$ cat config.mk
export PLATFORM = sky130hd
export DESIGN_NAME = nic_ft_top
export DESIGN_NICKNAME = d
export VERILOG_FILES = /design/src/verilog/nic_ft_pkg.sv /design/src/verilog/link_status_filter.sv /design/src/verilog/port_failover.sv /design/src/verilog/gmii_port_mux.sv /design/src/verilog/nic_ft_top.sv
export SDC_FILE = /design/constraint.sdc
export NUM_CORES = 1
export LEC_CHECK = 0
export BUFFER_PORTS_ARGS = -buffer_cell sky130_fd_sc_hd__buf_2
export CORE_MARGIN = 2
export CORE_UTILIZATION = 49
export DETAILED_ROUTE_END_ITERATION = 10
export MAX_ROUTING_LAYER = met4
export PLACE_DENSITY_LB_ADDON = 0.05
export RECOVER_POWER = 100
export SYNTH_ARGS = -nofsm -noshare
export SYNTH_HDL_FRONTEND = slang
export SYNTH_HIERARCHICAL = 1
export SYNTH_SLANG_ARGS = --single-unit
$ cat constraint.sdc
create_clock -name pci_clk -period 2.5 [get_ports pci_clk]
set_input_delay 0.125 -clock pci_clk [delete_from_list [all_inputs] [get_ports pci_clk]]
set_output_delay 0.125 -clock pci_clk [all_outputs]
set_load 0.05 [all_outputs]
$ cat src/verilog/nic_ft_pkg.sv
package nic_ft_pkg;

	// One GMII data byte
	typedef logic [7:0] gmii_data_t;

	// PHY speed code as reported by the in-band status
	typedef enum logic [1:0] {
		SPEED_10   = 2'd0,
		SPEED_100  = 2'd1,
		SPEED_1000 = 2'd2
	} link_speed_e;

	// Index of a PHY port
	typedef logic port_sel_t;

	// Per-PHY link status, duplex high means full
	typedef struct packed {
		logic        up;
		link_speed_e speed;
		logic        duplex;
	} phy_status_t;

	// GMII word, en is rx data valid or tx enable
	typedef struct packed {
		gmii_data_t data;
		logic       en;
		logic       er;
	} gmii_bus_t;

	// Merged link state seen by the MAC
	typedef struct packed {
		logic        up;
		link_speed_e speed;
		logic        duplex;
		port_sel_t   active_port;
	} link_state_t;

	typedef enum logic [1:0] {
		ST_NO_LINK = 2'd0,
		ST_PORT0   = 2'd1,
		ST_PORT1   = 2'd2
	} failover_state_e;

	// Cycles a synchronized status must hold before it is accepted
	localparam int DEBOUNCE_CYCLES_DEF = 4096;

endpackage

$ cat src/verilog/link_status_filter.sv
`timescale 1ns/1ps

module link_status_filter #(
	parameter int DEBOUNCE_CYCLES = nic_ft_pkg::DEBOUNCE_CYCLES_DEF
) (
	input  logic                    pci_clk,
	input  logic                    rst_n_i,
	input  nic_ft_pkg::phy_status_t phy0_status_i,
	input  nic_ft_pkg::phy_status_t phy1_status_i,
	output nic_ft_pkg::phy_status_t filt0_o,
	output nic_ft_pkg::phy_status_t filt1_o
);
	import nic_ft_pkg::*;

	localparam int CNT_W = $clog2(DEBOUNCE_CYCLES + 1);

	typedef logic [CNT_W-1:0] cnt_t;

	localparam cnt_t CNT_DONE = cnt_t'(DEBOUNCE_CYCLES);

	phy_status_t status_in [2];
	phy_status_t sync1_q [2];
	phy_status_t sync2_q [2];
	phy_status_t filt_q [2];
	cnt_t        stable_cnt_q [2];

	assign status_in[0] = phy0_status_i;
	assign status_in[1] = phy1_status_i;

	//////////////////////////////////////////////////
	// Per-port synchronizer and debounce

	for (genvar p = 0; p < 2; p++) begin : g_port
		always_ff @(posedge pci_clk) begin
			if (!rst_n_i) begin
				sync1_q[p]      <= '0;
				sync2_q[p]      <= '0;
				filt_q[p]       <= '0;
				stable_cnt_q[p] <= '0;
			end else begin
				// Status bits settle together once debounced
				sync1_q[p] <= status_in[p];
				sync2_q[p] <= sync1_q[p];

				// Count cycles the synchronized value has held, including this one
				if (sync1_q[p] != sync2_q[p]) begin
					stable_cnt_q[p] <= cnt_t'(1);
				end else if (stable_cnt_q[p] != CNT_DONE) begin
					stable_cnt_q[p] <= stable_cnt_q[p] + cnt_t'(1);
				end

				if (stable_cnt_q[p] == CNT_DONE) begin
					filt_q[p] <= sync2_q[p];
				end
			end
		end
	end

	assign filt0_o = filt_q[0];
	assign filt1_o = filt_q[1];

endmodule

$ cat src/verilog/port_failover.sv
`timescale 1ns/1ps

module port_failover (
	input  logic                    pci_clk,
	input  logic                    rst_n_i,
	input  nic_ft_pkg::phy_status_t filt0_i,
	input  nic_ft_pkg::phy_status_t filt1_i,
	output nic_ft_pkg::link_state_t link_o,
	output logic                    link_change_o
);
	import nic_ft_pkg::*;

	failover_state_e state_q;
	failover_state_e state_d;
	link_state_t     link_q;
	link_state_t     link_d;
	phy_status_t     act_status;

	//////////////////////////////////////////////////
	// Port selection

	always_comb begin
		state_d = state_q;
		case (state_q)
			ST_NO_LINK: begin
				// Port 0 preferred when both come up together
				if (filt0_i.up) begin
					state_d = ST_PORT0;
				end else if (filt1_i.up) begin
					state_d = ST_PORT1;
				end
			end
			ST_PORT0: begin
				if (!filt0_i.up) begin
					state_d = filt1_i.up ? ST_PORT1 : ST_NO_LINK;
				end
			end
			ST_PORT1: begin
				if (!filt1_i.up) begin
					state_d = filt0_i.up ? ST_PORT0 : ST_NO_LINK;
				end
			end
			default: begin
				state_d = ST_NO_LINK;
			end
		endcase
	end

	// Merged link state, port index held while down
	always_comb begin
		link_d             = '0;
		link_d.active_port = link_q.active_port;
		if (state_d == ST_PORT0) begin
			link_d.active_port = 1'b0;
		end else if (state_d == ST_PORT1) begin
			link_d.active_port = 1'b1;
		end

		act_status = link_d.active_port ? filt1_i : filt0_i;
		if (state_d != ST_NO_LINK) begin
			link_d.up     = 1'b1;
			link_d.speed  = act_status.speed;
			link_d.duplex = act_status.duplex;
		end
	end

	always_ff @(posedge pci_clk) begin
		if (!rst_n_i) begin
			state_q       <= ST_NO_LINK;
			link_q        <= '0;
			link_change_o <= 1'b0;
		end else begin
			state_q       <= state_d;
			link_q        <= link_d;
			link_change_o <= (link_d != link_q);
		end
	end

	assign link_o = link_q;

	// Link only reported on a port whose filtered status was up
	a_active_port_up: assert property (@(posedge pci_clk) disable iff (!rst_n_i)
		link_o.up |-> (link_o.active_port ? $past(filt1_i.up) : $past(filt0_i.up)));

endmodule

$ cat src/verilog/gmii_port_mux.sv
`timescale 1ns/1ps

module gmii_port_mux (
	input  logic                    pci_clk,
	input  logic                    rst_n_i,
	input  nic_ft_pkg::link_state_t link_i,
	input  nic_ft_pkg::gmii_bus_t   phy0_rx_i,
	input  nic_ft_pkg::gmii_bus_t   phy1_rx_i,
	input  nic_ft_pkg::gmii_bus_t   mac_tx_i,
	output nic_ft_pkg::gmii_bus_t   mac_rx_o,
	output nic_ft_pkg::gmii_bus_t   phy0_tx_o,
	output nic_ft_pkg::gmii_bus_t   phy1_tx_o,
	output logic                    sdp6_o,
	output logic                    sdp7_o
);
	import nic_ft_pkg::*;

	gmii_bus_t  rx_sel;
	gmii_data_t rx_data_q;
	logic       rx_en_q;
	logic       rx_er_q;
	gmii_data_t tx_data_q [2];
	logic       tx_en_q [2];
	logic       tx_er_q [2];
	logic       tx_route [2];

	//////////////////////////////////////////////////
	// Receive path

	assign rx_sel = link_i.active_port ? phy1_rx_i : phy0_rx_i;

	always_ff @(posedge pci_clk) begin
		rx_data_q <= rx_sel.data;
	end

	always_ff @(posedge pci_clk) begin
		if (!rst_n_i) begin
			rx_en_q <= 1'b0;
			rx_er_q <= 1'b0;
		end else begin
			rx_en_q <= rx_sel.en & link_i.up;
			rx_er_q <= rx_sel.er & link_i.up;
		end
	end

	assign mac_rx_o = '{data: rx_data_q, en: rx_en_q, er: rx_er_q};

	//////////////////////////////////////////////////
	// Transmit steering, idle words on the standby port

	for (genvar p = 0; p < 2; p++) begin : g_tx
		assign tx_route[p] = link_i.up && (link_i.active_port == port_sel_t'(p));

		always_ff @(posedge pci_clk) begin
			tx_data_q[p] <= tx_route[p] ? mac_tx_i.data : '0;
		end

		always_ff @(posedge pci_clk) begin
			if (!rst_n_i) begin
				tx_en_q[p] <= 1'b0;
				tx_er_q[p] <= 1'b0;
			end else begin
				tx_en_q[p] <= tx_route[p] & mac_tx_i.en;
				tx_er_q[p] <= tx_route[p] & mac_tx_i.er;
			end
		end
	end

	assign phy0_tx_o = '{data: tx_data_q[0], en: tx_en_q[0], er: tx_er_q[0]};
	assign phy1_tx_o = '{data: tx_data_q[1], en: tx_en_q[1], er: tx_er_q[1]};

	// Software-definable pins tell which port carries the link
	assign sdp6_o = link_i.up && !link_i.active_port;
	assign sdp7_o = link_i.up && link_i.active_port;

	a_single_tx_port: assert property (@(posedge pci_clk) disable iff (!rst_n_i)
		!(phy0_tx_o.en && phy1_tx_o.en));

endmodule

$ cat src/verilog/nic_ft_top.sv
`timescale 1ns/1ps

module nic_ft_top #(
	parameter int DEBOUNCE_CYCLES = nic_ft_pkg::DEBOUNCE_CYCLES_DEF
) (
	input  logic                    pci_clk,
	input  logic                    rst_n_i,

	// PHY side
	input  nic_ft_pkg::phy_status_t phy0_status_i,
	input  nic_ft_pkg::phy_status_t phy1_status_i,
	input  nic_ft_pkg::gmii_bus_t   phy0_rx_i,
	input  nic_ft_pkg::gmii_bus_t   phy1_rx_i,
	output nic_ft_pkg::gmii_bus_t   phy0_tx_o,
	output nic_ft_pkg::gmii_bus_t   phy1_tx_o,

	// MAC side
	input  nic_ft_pkg::gmii_bus_t   mac_tx_i,
	output nic_ft_pkg::gmii_bus_t   mac_rx_o,
	output nic_ft_pkg::link_state_t link_o,
	output logic                    link_change_o,
	output logic                    sdp6_o,
	output logic                    sdp7_o
);
	import nic_ft_pkg::*;

	phy_status_t filt0;
	phy_status_t filt1;
	link_state_t link;

	link_status_filter #(
		.DEBOUNCE_CYCLES(DEBOUNCE_CYCLES)
	) status_filter_i (
		.pci_clk(pci_clk),
		.rst_n_i(rst_n_i),
		.phy0_status_i(phy0_status_i),
		.phy1_status_i(phy1_status_i),
		.filt0_o(filt0),
		.filt1_o(filt1)
	);

	port_failover failover_i (
		.pci_clk(pci_clk),
		.rst_n_i(rst_n_i),
		.filt0_i(filt0),
		.filt1_i(filt1),
		.link_o(link),
		.link_change_o(link_change_o)
	);

	gmii_port_mux port_mux_i (
		.pci_clk(pci_clk),
		.rst_n_i(rst_n_i),
		.link_i(link),
		.phy0_rx_i(phy0_rx_i),
		.phy1_rx_i(phy1_rx_i),
		.mac_tx_i(mac_tx_i),
		.mac_rx_o(mac_rx_o),
		.phy0_tx_o(phy0_tx_o),
		.phy1_tx_o(phy1_tx_o),
		.sdp6_o(sdp6_o),
		.sdp7_o(sdp7_o)
	);

	assign link_o = link;

endmodule

==> summary.txt, run 1 <==
Place
  • Detailed Place HPWL: 4740 µm
  • GP Congestion: 0.769
  • Buffers on Ports: 77

Logic synthesis
  • Syn Nets: 374
  • Syn. warnings: 6
  • Mux cell area share after synthesis: 0.0318
  • Top FF cell, synth: dfxtp_1
  • Seq/Total Area, Yosys: 0.556
  • Post-synthesis xor/xnor area fraction: 0.0765
  • Simple logic cell fraction of the synthesized area: 0.246
  • Share of flip-flops with an asynchronous set or reset: 0
  • Largest family of logic cells by synthesized area: simple AND/OR/NAND/NOR gates
  • Library cells used by synthesis: 42
  • Synth Register Bits: 88
  • Post-synth EDFFs: 34
  • Synth Area per Inst: 11.4 µm²
  • Synth Area in Compound Gates: 0.0268
  • Area share of fa/ha/maj cells after synthesis: 0.0132
  • Synthesized area: 3780 µm²
  • Gate count after technology mapping: 330

Die
  • Die H: 91.8 µm
  • Io pins: 78
  • Core area: 7610 µm²
  • Initial core utilization: 0.497
  • FP Rows: 32
  • Die area: 8430 µm²
  • Die Wd: 91.8 µm

Final layout
  • Diodes inserted: 0
  • Most common cell after layout, fill and taps aside: dfxtp_1
  • Final #Nets: 483
  • Multi-input gate area: 1460 µm²
  • Fillers: 674
  • Syn-to-layout area delta: 23.3%
  • Share of post-route cells with drive strength above 1: 0.225
  • Most frequent cells in the layout: dfxtp_1, buf_2, clkbuf_1, dlygate4sd3_1, edfxtp_1
  • Sequential Area: 2100 µm²

Worst setup path
  • R2R Path End: failover_i/link_change_o$_SDFF_PN0_
  • Crit path DAT: 2.16 ns
  • Worst Reg-to-Reg Cells: 5
  • Cell chain of the critical path: clkbuf_1, nand2_1, inv_1, clkbuf_2
  • Max FO, Critical Path: 26
  • Origin of the critical flop-to-flop path: failover_i/link_o[0]$_SDFF_PN0_
  • Worst Setup End Kind: primary output
  • WS Path Type: register to primary output
  • Setup crit start kind: register
  • Crit path max-delay family: buffers and inverters
  • Buffers and inverters on the worst path: 3
  • Worst reg2reg setup slack: 0.22 ns
  • WP depth: 4
  • Biggest cell delay along the critical path: 0.84 ns
  • Worst path slowest cell: clkbuf_1
  • Worst endpoint required time: 2.38 ns

GRT
  • Vias in the first global route: 2564
  • Gr usage total: 0.182
  • Initial antenna violation count: 0
  • First-pass GRT wire length: 11800 µm
  • Remaining Overflow, GRT: 0
  • Largest net degree at the start of global routing: 27

Power and ir drop
  • Power per cell area: 626 nW/µm²
  • Net Switching: 770 µW
  • Final total power: 2.91 mW
  • Reg power frac: 0.538
  • Clk pwr share: 0.338
  • Net Sw Frac: 0.264
  • Leak: 1.84 nW
  • Max VDD drop: 0.390 mV
  • Power share of the combinational group: 0.124
  • Internal Pwr Total: 2.14 mW

Clocking
  • H-tree levels: 3
  • TritonCTS Buffers: 9
  • CTS Hold Bufs: 34
  • Root buffer cell: clkbuf_8
  • Post-CTS setup buffers: 0
  • CTS tree: done
  • Worst skew pair latency: 0.35 ns
  • Clk slew on worst S/H paths: 0.09 ns
  • Cts repair resizes: 0
  • Clk buf depth: 2
  • Clk sink count: 88

STA
  • Fin. Hold Viols: 0
  • WHS: 0.0402 ns
  • Clock skew: 0.00626 ns
  • Period utilisation layout: 0.913
  • Max transition margin: 0.237
  • Max frequency: 438 MHz
  • Worst-margin pin slew: 1.14 ns
  • TNS Setup: 0 ns
  • RSZ-0062 raised after global routing: no
  • Final max-slew violation count: 0
  • Min cycle time layout: 2.28 ns
  • Final Setup Violations: 0

Detailed routing
  • Routed WL: 7050 µm
  • Routed Antenna Nets: 0
  • DR WL/cell: 12.9 µm
  • DR vias: 2591
  • DR DRC count: 0
  • Drt pass-1 iters: 4
  • Via density: 4.75
  • DR iter-0 viols: 110

Worst hold path
  • Hold path depth: 3
  • HP Start: phy0_rx_i[0]
  • Hold EP: port_mux_i/rx_er_q$_SDFF_PN0_
  • Min-delay worst type: input pin to register

Status
  • Status: finished clean

Flow run
  • Max-capacitance violation count: 0
[state kept, by name, indices dropped and copies added, names as in the netlist]
signal                        flops
status_filter_i/stable_cnt_q     26
port_mux_i/rx_data_q              8
failover_i/link_o                 5
failover_i/state_q                2
status_filter_i/filt_q            8
failover_i/link_change_o          1
port_mux_i/rx_er_q                1
port_mux_i/tx_en_q                2
status_filter_i/sync1_q           8
port_mux_i/tx_er_q                2
port_mux_i/tx_data_q             16
status_filter_i/sync2_q           8
port_mux_i/rx_en_q                1
[worst max path at each step]
stage	start	endpoint	slack [ns]
6_report	failover_i/link_o[0]$_SDFF_PN0_	sdp7_o	0.22
5_1_grt	failover_i/link_o[0]$_SDFF_PN0_	sdp6_o	0.03
4_1_cts	status_filter_i/stable_cnt_q[0][0]$_DFFE_PP_	status_filter_i/stable_cnt_q[0][12]$_SDFFCE_PN0P_	0.30
3_5_place_dp	status_filter_i/stable_cnt_q[0][0]$_DFFE_PP_	status_filter_i/stable_cnt_q[0][9]$_SDFFCE_PN0P_	0.33
3_3_place_gp	status_filter_i/stable_cnt_q[0][0]$_DFFE_PP_	status_filter_i/stable_cnt_q[0][8]$_SDFFCE_PN0P_	0.47
2_1_floorplan	failover_i/link_o[0]$_SDFF_PN0_	failover_i/link_change_o$_SDFF_PN0_	0.61
[power groups by stage]
| stage | sequential (mW) | clock [mW] | combinational, mW |
|---|---|---|---|
| final | 1.57 | 0.985 | 0.361 |
| after global routing | 1.58 | 1.08 | 0.389 |
| after CTS | 1.57 | 1.02 | 0.376 |
| after detailed placement | 1.60 | 0 | 0.329 |
| after global placement | 1.60 | 0 | 0.328 |
| after floorplan | 1.69 | 0 | 0.155 |
[cell type report]
cell class / count / share of cell area
tap: 102 / 0.0274
multi-input combinational: 208 / 0.314
inverter: 18 / 0.0145
sequential: 88 / 0.451
clock inverter: 7 / 0.0164
timing repair buffer: 114 / 0.150
clock buffer: 9 / 0.0266
[worst min-delay path: stages]
cell and delay, ns:
buf_2 0.08, mux2i_1 0.06, nor2_1 0.09
[routing by layer]
metal	global-route usage	share of wire
met5	-	0
met4	0.0634	0.014
met3	0.0435	0.049
met2	0.295	0.46
met1	0.223	0.47
[cell usage after synthesis, types with 5 or more instances]
cell type | n | area (µm²)
dfxtp_1 | 54 | 1080
nand2_1 | 15 | 56.3
buf_4 | 7 | 52.6
nor2_1 | 19 | 71.3
and3_1 | 15 | 93.8
nor4_2 | 5 | 62.6
nor3_1 | 6 | 30.0
and2_1 | 30 | 188
a21oi_1 | 6 | 30.0
edfxtp_1 | 34 | 1020
nand3_1 | 14 | 70.1
mux2_2 | 8 | 90.1
nor2_2 | 20 | 125
inv_1 | 18 | 67.6
xnor2_1 | 18 | 158
xor2_1 | 15 | 131
[cells by family (layout without fill, tap and decap cells)]
logic type	after synthesis	count (layout)
simple gates	145	145
xor+xnor	33	33
fa+ha+maj	4	4
flops	88	88
compound gates	15	15
buf+inv	34	148
mux	11	11
[through the flow]
| step | setup slack, ns | util | area [µm²] | cells |
|---|---|---|---|---|
| global placement | 0.474 | 0.551 | 4190 | 496 |
| finish | 0.218 | 0.612 | 4660 | 546 |
| global route | 0.0313 | 0.612 | 4660 | 546 |
| floorplan | 0.613 | - | 3780 | 330 |
| detailed placement | 0.331 | 0.551 | 4190 | 496 |
| CTS | 0.304 | 0.622 | 4730 | 546 |
(Power assumes the default switching activity.)
==> run 2, diff against run 1 <==
--- a/config.mk
+++ b/config.mk
@@ -5,6 +5,7 @@
 export SDC_FILE = /design/constraint.sdc
 export NUM_CORES = 1
 export LEC_CHECK = 0
+export ABC_AREA = 1
 export BUFFER_PORTS_ARGS = -buffer_cell sky130_fd_sc_hd__buf_2
 export CORE_MARGIN = 2
 export CORE_UTILIZATION = 49
==> run 2 against run 1 <==
  * Sequential share of layout area fell by 1.2 points
  * Non-clock buffer count fell by 1
  * First-iteration DRC count is 7.3% lower
  * Critical path type is now register to register
==> summary.txt, run 2 <==
Final layout
  • Largest Register: status_filter_i/stable_cnt_q (unchanged)
  • Most common cell after layout, fill and taps aside: nand2_1 (was dfxtp_1)
  • Diodes inserted: 0 (unchanged)
  • Regs by FF count: status_filter_i/stable_cnt_q (26), port_mux_i/tx_data_q (16) (unchanged)
  • Most frequent cells in the layout: nand2_1, inv_1, nor2_1, dfxtp_1, clkbuf_1 (was dfxtp_1, buf_2, clkbuf_1, dlygate4sd3_1, edfxtp_1)
  • Final #Nets: 638 (was 483)
  • Fillers: 751 (was 674)
  • Share of post-route cells with drive strength above 1: 0.135 (was 0.225)
  • Final core occ: 0.617 (was 0.612)
  • Max reg flops: 26 (unchanged)
  • Syn-to-layout area delta: 20.8% (was 23.3%)
  • Finished Cell Area: 4790 µm² (was 4660 µm²)

STA
  • Fin. Hold Viols: 0 (unchanged)
  • Clock skew: 0.00943 ns (was 0.00626 ns)
  • Worst-margin pin slew: 0.732 ns (was 1.14 ns)
  • Period utilisation layout: 0.817 (was 0.913)
  • Max frequency: 490 MHz (was 438 MHz)
  • Post-route setup slack: 0.458 ns (was 0.218 ns)
  • Final max-slew violation count: 0 (unchanged)
  • Final Setup Violations: 0 (unchanged)
  • Max transition margin: 0.512 (was 0.237)
  • TNS Setup: 0 ns (unchanged)
  • Min cycle time layout: 2.04 ns (was 2.28 ns)
  • RSZ-0062 raised after global routing: no (unchanged)

Detailed routing
  • DR DRC count: 0 (unchanged)
  • DR WL/cell: 11.2 µm (was 12.9 µm)
  • Routed Antenna Nets: 0 (unchanged)
  • DR iter-0 viols: 102 (was 110)
  • Drt pass-1 iters: 4 (unchanged)
  • Via density: 4.48 (was 4.75)
  • DR vias: 3140 (was 2591)
  • Routed WL: 7840 µm (was 7050 µm)

Worst hold path
  • HP Start: phy1_rx_i[0] (was phy0_rx_i[0])
  • Min-delay worst type: input pin to register (unchanged)
  • Hold path depth: 3 (unchanged)
  • Hold EP: port_mux_i/rx_er_q$_SDFF_PN0_ (unchanged)

Logic synthesis
  • Synth Register Bits: 88 (unchanged)
  • Post-synth EDFFs: 34 (unchanged)
  • Top-count cell post-synth: nand2_1 (was dfxtp_1)
  • Synth Area per Inst: 8.18 µm² (was 11.4 µm²)
  • Synthesized area: 3970 µm² (was 3780 µm²)
  • Top FF cell, synth: dfxtp_1 (unchanged)
  • Seq/Total Area, Yosys: 0.530 (was 0.556)
  • Library cells used by synthesis: 27 (was 42)
  • Commonest cells post-synth: nand2_1, inv_1, nor2_1, dfxtp_1, edfxtp_1 (was dfxtp_1, edfxtp_1, and2_1, nor2_2, nor2_1)
  • Syn. warnings: 6 (unchanged)
  • Syn Nets: 529 (was 374)
  • Share of flip-flops with an asynchronous set or reset: 0 (unchanged)
  • Synth area leaders: dfxtp_1, edfxtp_1, nand2_1 (was dfxtp_1, edfxtp_1, and2_1)
  • Synth area leader: dfxtp_1 (unchanged)
  • Gate count after technology mapping: 485 (was 330)
  • Post-synth top area share: 0.273 (was 0.286)

Clocking
  • H-tree levels: 3 (unchanged)
  • Clk buf depth: 2 (unchanged)
  • Clk sink count: 88 (unchanged)
  • Worst skew pair latency: 0.35 ns (about the same)
  • CTS tree: done (unchanged)
  • Cts repair resizes: 0 (unchanged)
  • Clk slew on worst S/H paths: 0.10 ns (was 0.09 ns)
  • CTS Hold Bufs: 32 (was 34)
  • Root buffer cell: clkbuf_8 (unchanged)
  • Post-CTS setup buffers: 0 (unchanged)
  • TritonCTS Buffers: 9 (unchanged)

Worst setup path
  • Biggest cell delay along the critical path: 0.56 ns (was 0.84 ns)
  • Worst reg2reg setup slack: 0.46 ns (was 0.22 ns)
  • Worst Setup End Kind: register (was primary output)
  • Most used cell, CP: nand2_1
  • Setup crit start kind: register (unchanged)
  • Max FO, Critical Path: 13 (was 26)
  • Crit path DAT: 2.03 ns (was 2.16 ns)
  • WS Path Type: register to register (was register to primary output)
  • Worst Reg-to-Reg Cells: 8 (was 5)
  • Cell chain of the critical path: inv_1, ha_1, nand2_1, nor2_1, nand2_1, nand2_1, nand3_1, clkbuf_1 (was clkbuf_1, nand2_1, inv_1, clkbuf_2)
  • Origin of the critical flop-to-flop path: status_filter_i/stable_cnt_q[0][0]$_DFFE_PP_ (was failover_i/link_o[0]$_SDFF_PN0_)
  • R2R Path End: status_filter_i/stable_cnt_q[0][4]$_SDFFCE_PN0P_ (was failover_i/link_change_o$_SDFF_PN0_)
  • Crit path max-delay family: buffers and inverters (unchanged)
  • Worst endpoint required time: 2.48 ns (was 2.38 ns)
  • Buffers and inverters on the worst path: 2 (was 3)
  • WP depth: 8 (was 4)
  • Worst path slowest cell: clkbuf_1 (unchanged)

Power and ir drop
  • Clk pwr share: 0.311 (was 0.338)
  • Leak: 2.19 nW (was 1.84 nW)
  • Net Switching: 841 µW (was 770 µW)
  • Power per cell area: 605 nW/µm² (was 626 nW/µm²)
  • Final total power: 2.90 mW (was 2.91 mW)
  • Max VDD drop: 0.265 mV (was 0.390 mV)
  • Power share of the combinational group: 0.141 (was 0.124)
  • Internal Pwr Total: 2.06 mW (was 2.14 mW)
  • Net Sw Frac: 0.290 (was 0.264)
  • Reg power frac: 0.548 (was 0.538)

Flow run
  • Max-capacitance violation count: 0 (unchanged)

GRT
  • Vias in the first global route: 2965 (was 2564)
  • Largest net degree at the start of global routing: 24 (was 27)
  • First-pass GRT wire length: 13000 µm (was 11800 µm)
  • Remaining Overflow, GRT: 0 (unchanged)
  • Initial antenna violation count: 0 (unchanged)
  • Gr usage total: 0.193 (was 0.182)

Place
  • Placed inst area: 4390 µm² (was 4190 µm²)
  • Buffers on Ports: 77 (unchanged)
  • Detailed Place HPWL: 5440 µm (was 4740 µm)
  • GP Congestion: 0.826 (was 0.769)
  • Pre-CTS setup slack: 0.664 ns (was 0.331 ns)

Die
  • Io pins: 78 (unchanged)
  • Die H: 94.0 µm (was 91.8 µm)
  • Core area: 7770 µm² (was 7610 µm²)
  • Die Wd: 94.0 µm (was 91.8 µm)
  • FP Rows: 32 (unchanged)
  • Die area: 8830 µm² (was 8430 µm²)
  • Initial core utilization: 0.511 (was 0.497)

Status
  • Status: finished clean (unchanged)
[run 2: cell types whose count changed after synthesis, moves of 7 or more]
cell     previous run  this run
nand2_1            15       134
inv_1              18        79
nor2_1             19        76
and2_1             30         0
and3_1             15         0
xnor2_1            18         8
mux2_2              8         0
xor2_1             15         8
[run 2: area by class of cell]
type / count / area, µm² / area share
inverter: 80 / 300 / 0.0627
multi-input combinational: 302 / 1400 / 0.293
timing repair buffer: 113 / 681 / 0.142
tap: 102 / 128 / 0.0266
clock buffer: 9 / 124 / 0.0259
sequential: 88 / 2100 / 0.439
clock inverter: 7 / 53.8 / 0.0112
[run 2: worst max-delay path by stage]
stage	startpoint	endpoint
finish	status_filter_i/stable_cnt_q[0][0]$_DFFE_PP_	status_filter_i/stable_cnt_q[0][4]$_SDFFCE_PN0P_
floorplan	status_filter_i/stable_cnt_q[0][0]$_DFFE_PP_	status_filter_i/stable_cnt_q[0][0]$_DFFE_PP_
detailed placement	status_filter_i/stable_cnt_q[1][0]$_SDFFCE_PN0P_	status_filter_i/stable_cnt_q[1][2]$_SDFFCE_PN0P_
global placement	status_filter_i/stable_cnt_q[1][0]$_SDFFCE_PN0P_	status_filter_i/stable_cnt_q[1][0]$_SDFFCE_PN0P_
CTS	status_filter_i/stable_cnt_q[1][0]$_SDFFCE_PN0P_	status_filter_i/stable_cnt_q[1][2]$_SDFFCE_PN0P_
global route	status_filter_i/stable_cnt_q[1][0]$_SDFFCE_PN0P_	status_filter_i/stable_cnt_q[1][12]$_SDFFCE_PN0P_
[run 2: worst reg2reg max path, stage by stage, from the launching register on]
cell and delay (ns):
edfxtp_1 0.39, inv_1 0.07, ha_1 0.21, nand2_1 0.07, nor2_1 0.04, nand2_1 0.08, nand2_1 0.15, nand3_1 0.11
clkbuf_1 0.56
[run 2: cells by family (layout without fill, tap and decap cells)]
kind of cell / after synthesis / in the layout / synth area share
simple gates: 270 / 270 / 0.299
flops: 88 / 88 / 0.530
buf+inv: 95 / 209 / 0.105
xor+xnor: 16 / 16 / 0.0353
fa+ha+maj: 4 / 4 / 0.0126
compound gates: 12 / 12 / 0.0180
[run 2: power groups by stage]
stage          logic (mW)  registers, mW  clock network (mW)
2_1_floorplan       0.189           1.71                   0
5_1_grt             0.454           1.60               0.998
4_1_cts             0.423           1.59               0.932
6_report            0.408           1.59               0.901
3_3_place_gp        0.373           1.62                   0
3_5_place_dp        0.377           1.62                   0
[run 2: stage by stage]
stage | hold slack (ns) | instances
floorplan | 0.223 | 485
global placement | 0.305 | 653
detailed placement | 0.308 | 653
CTS | 0.0135 | 701
global route | 0.0137 | 701
finish | 0.0296 | 701
[run 2: metal layers]
| layer | share of wire | vias to the layer above | global-route usage |
|---|---|---|---|
| met3 | 0.055 | 6 | 0.0498 |
| met1 | 0.47 | 1369 | 0.232 |
| met5 | 0 | - | - |
| met2 | 0.47 | 76 | 0.315 |
| met4 | 0.0097 | 0 | 0.0688 |
| li1 | - | 1689 | - |
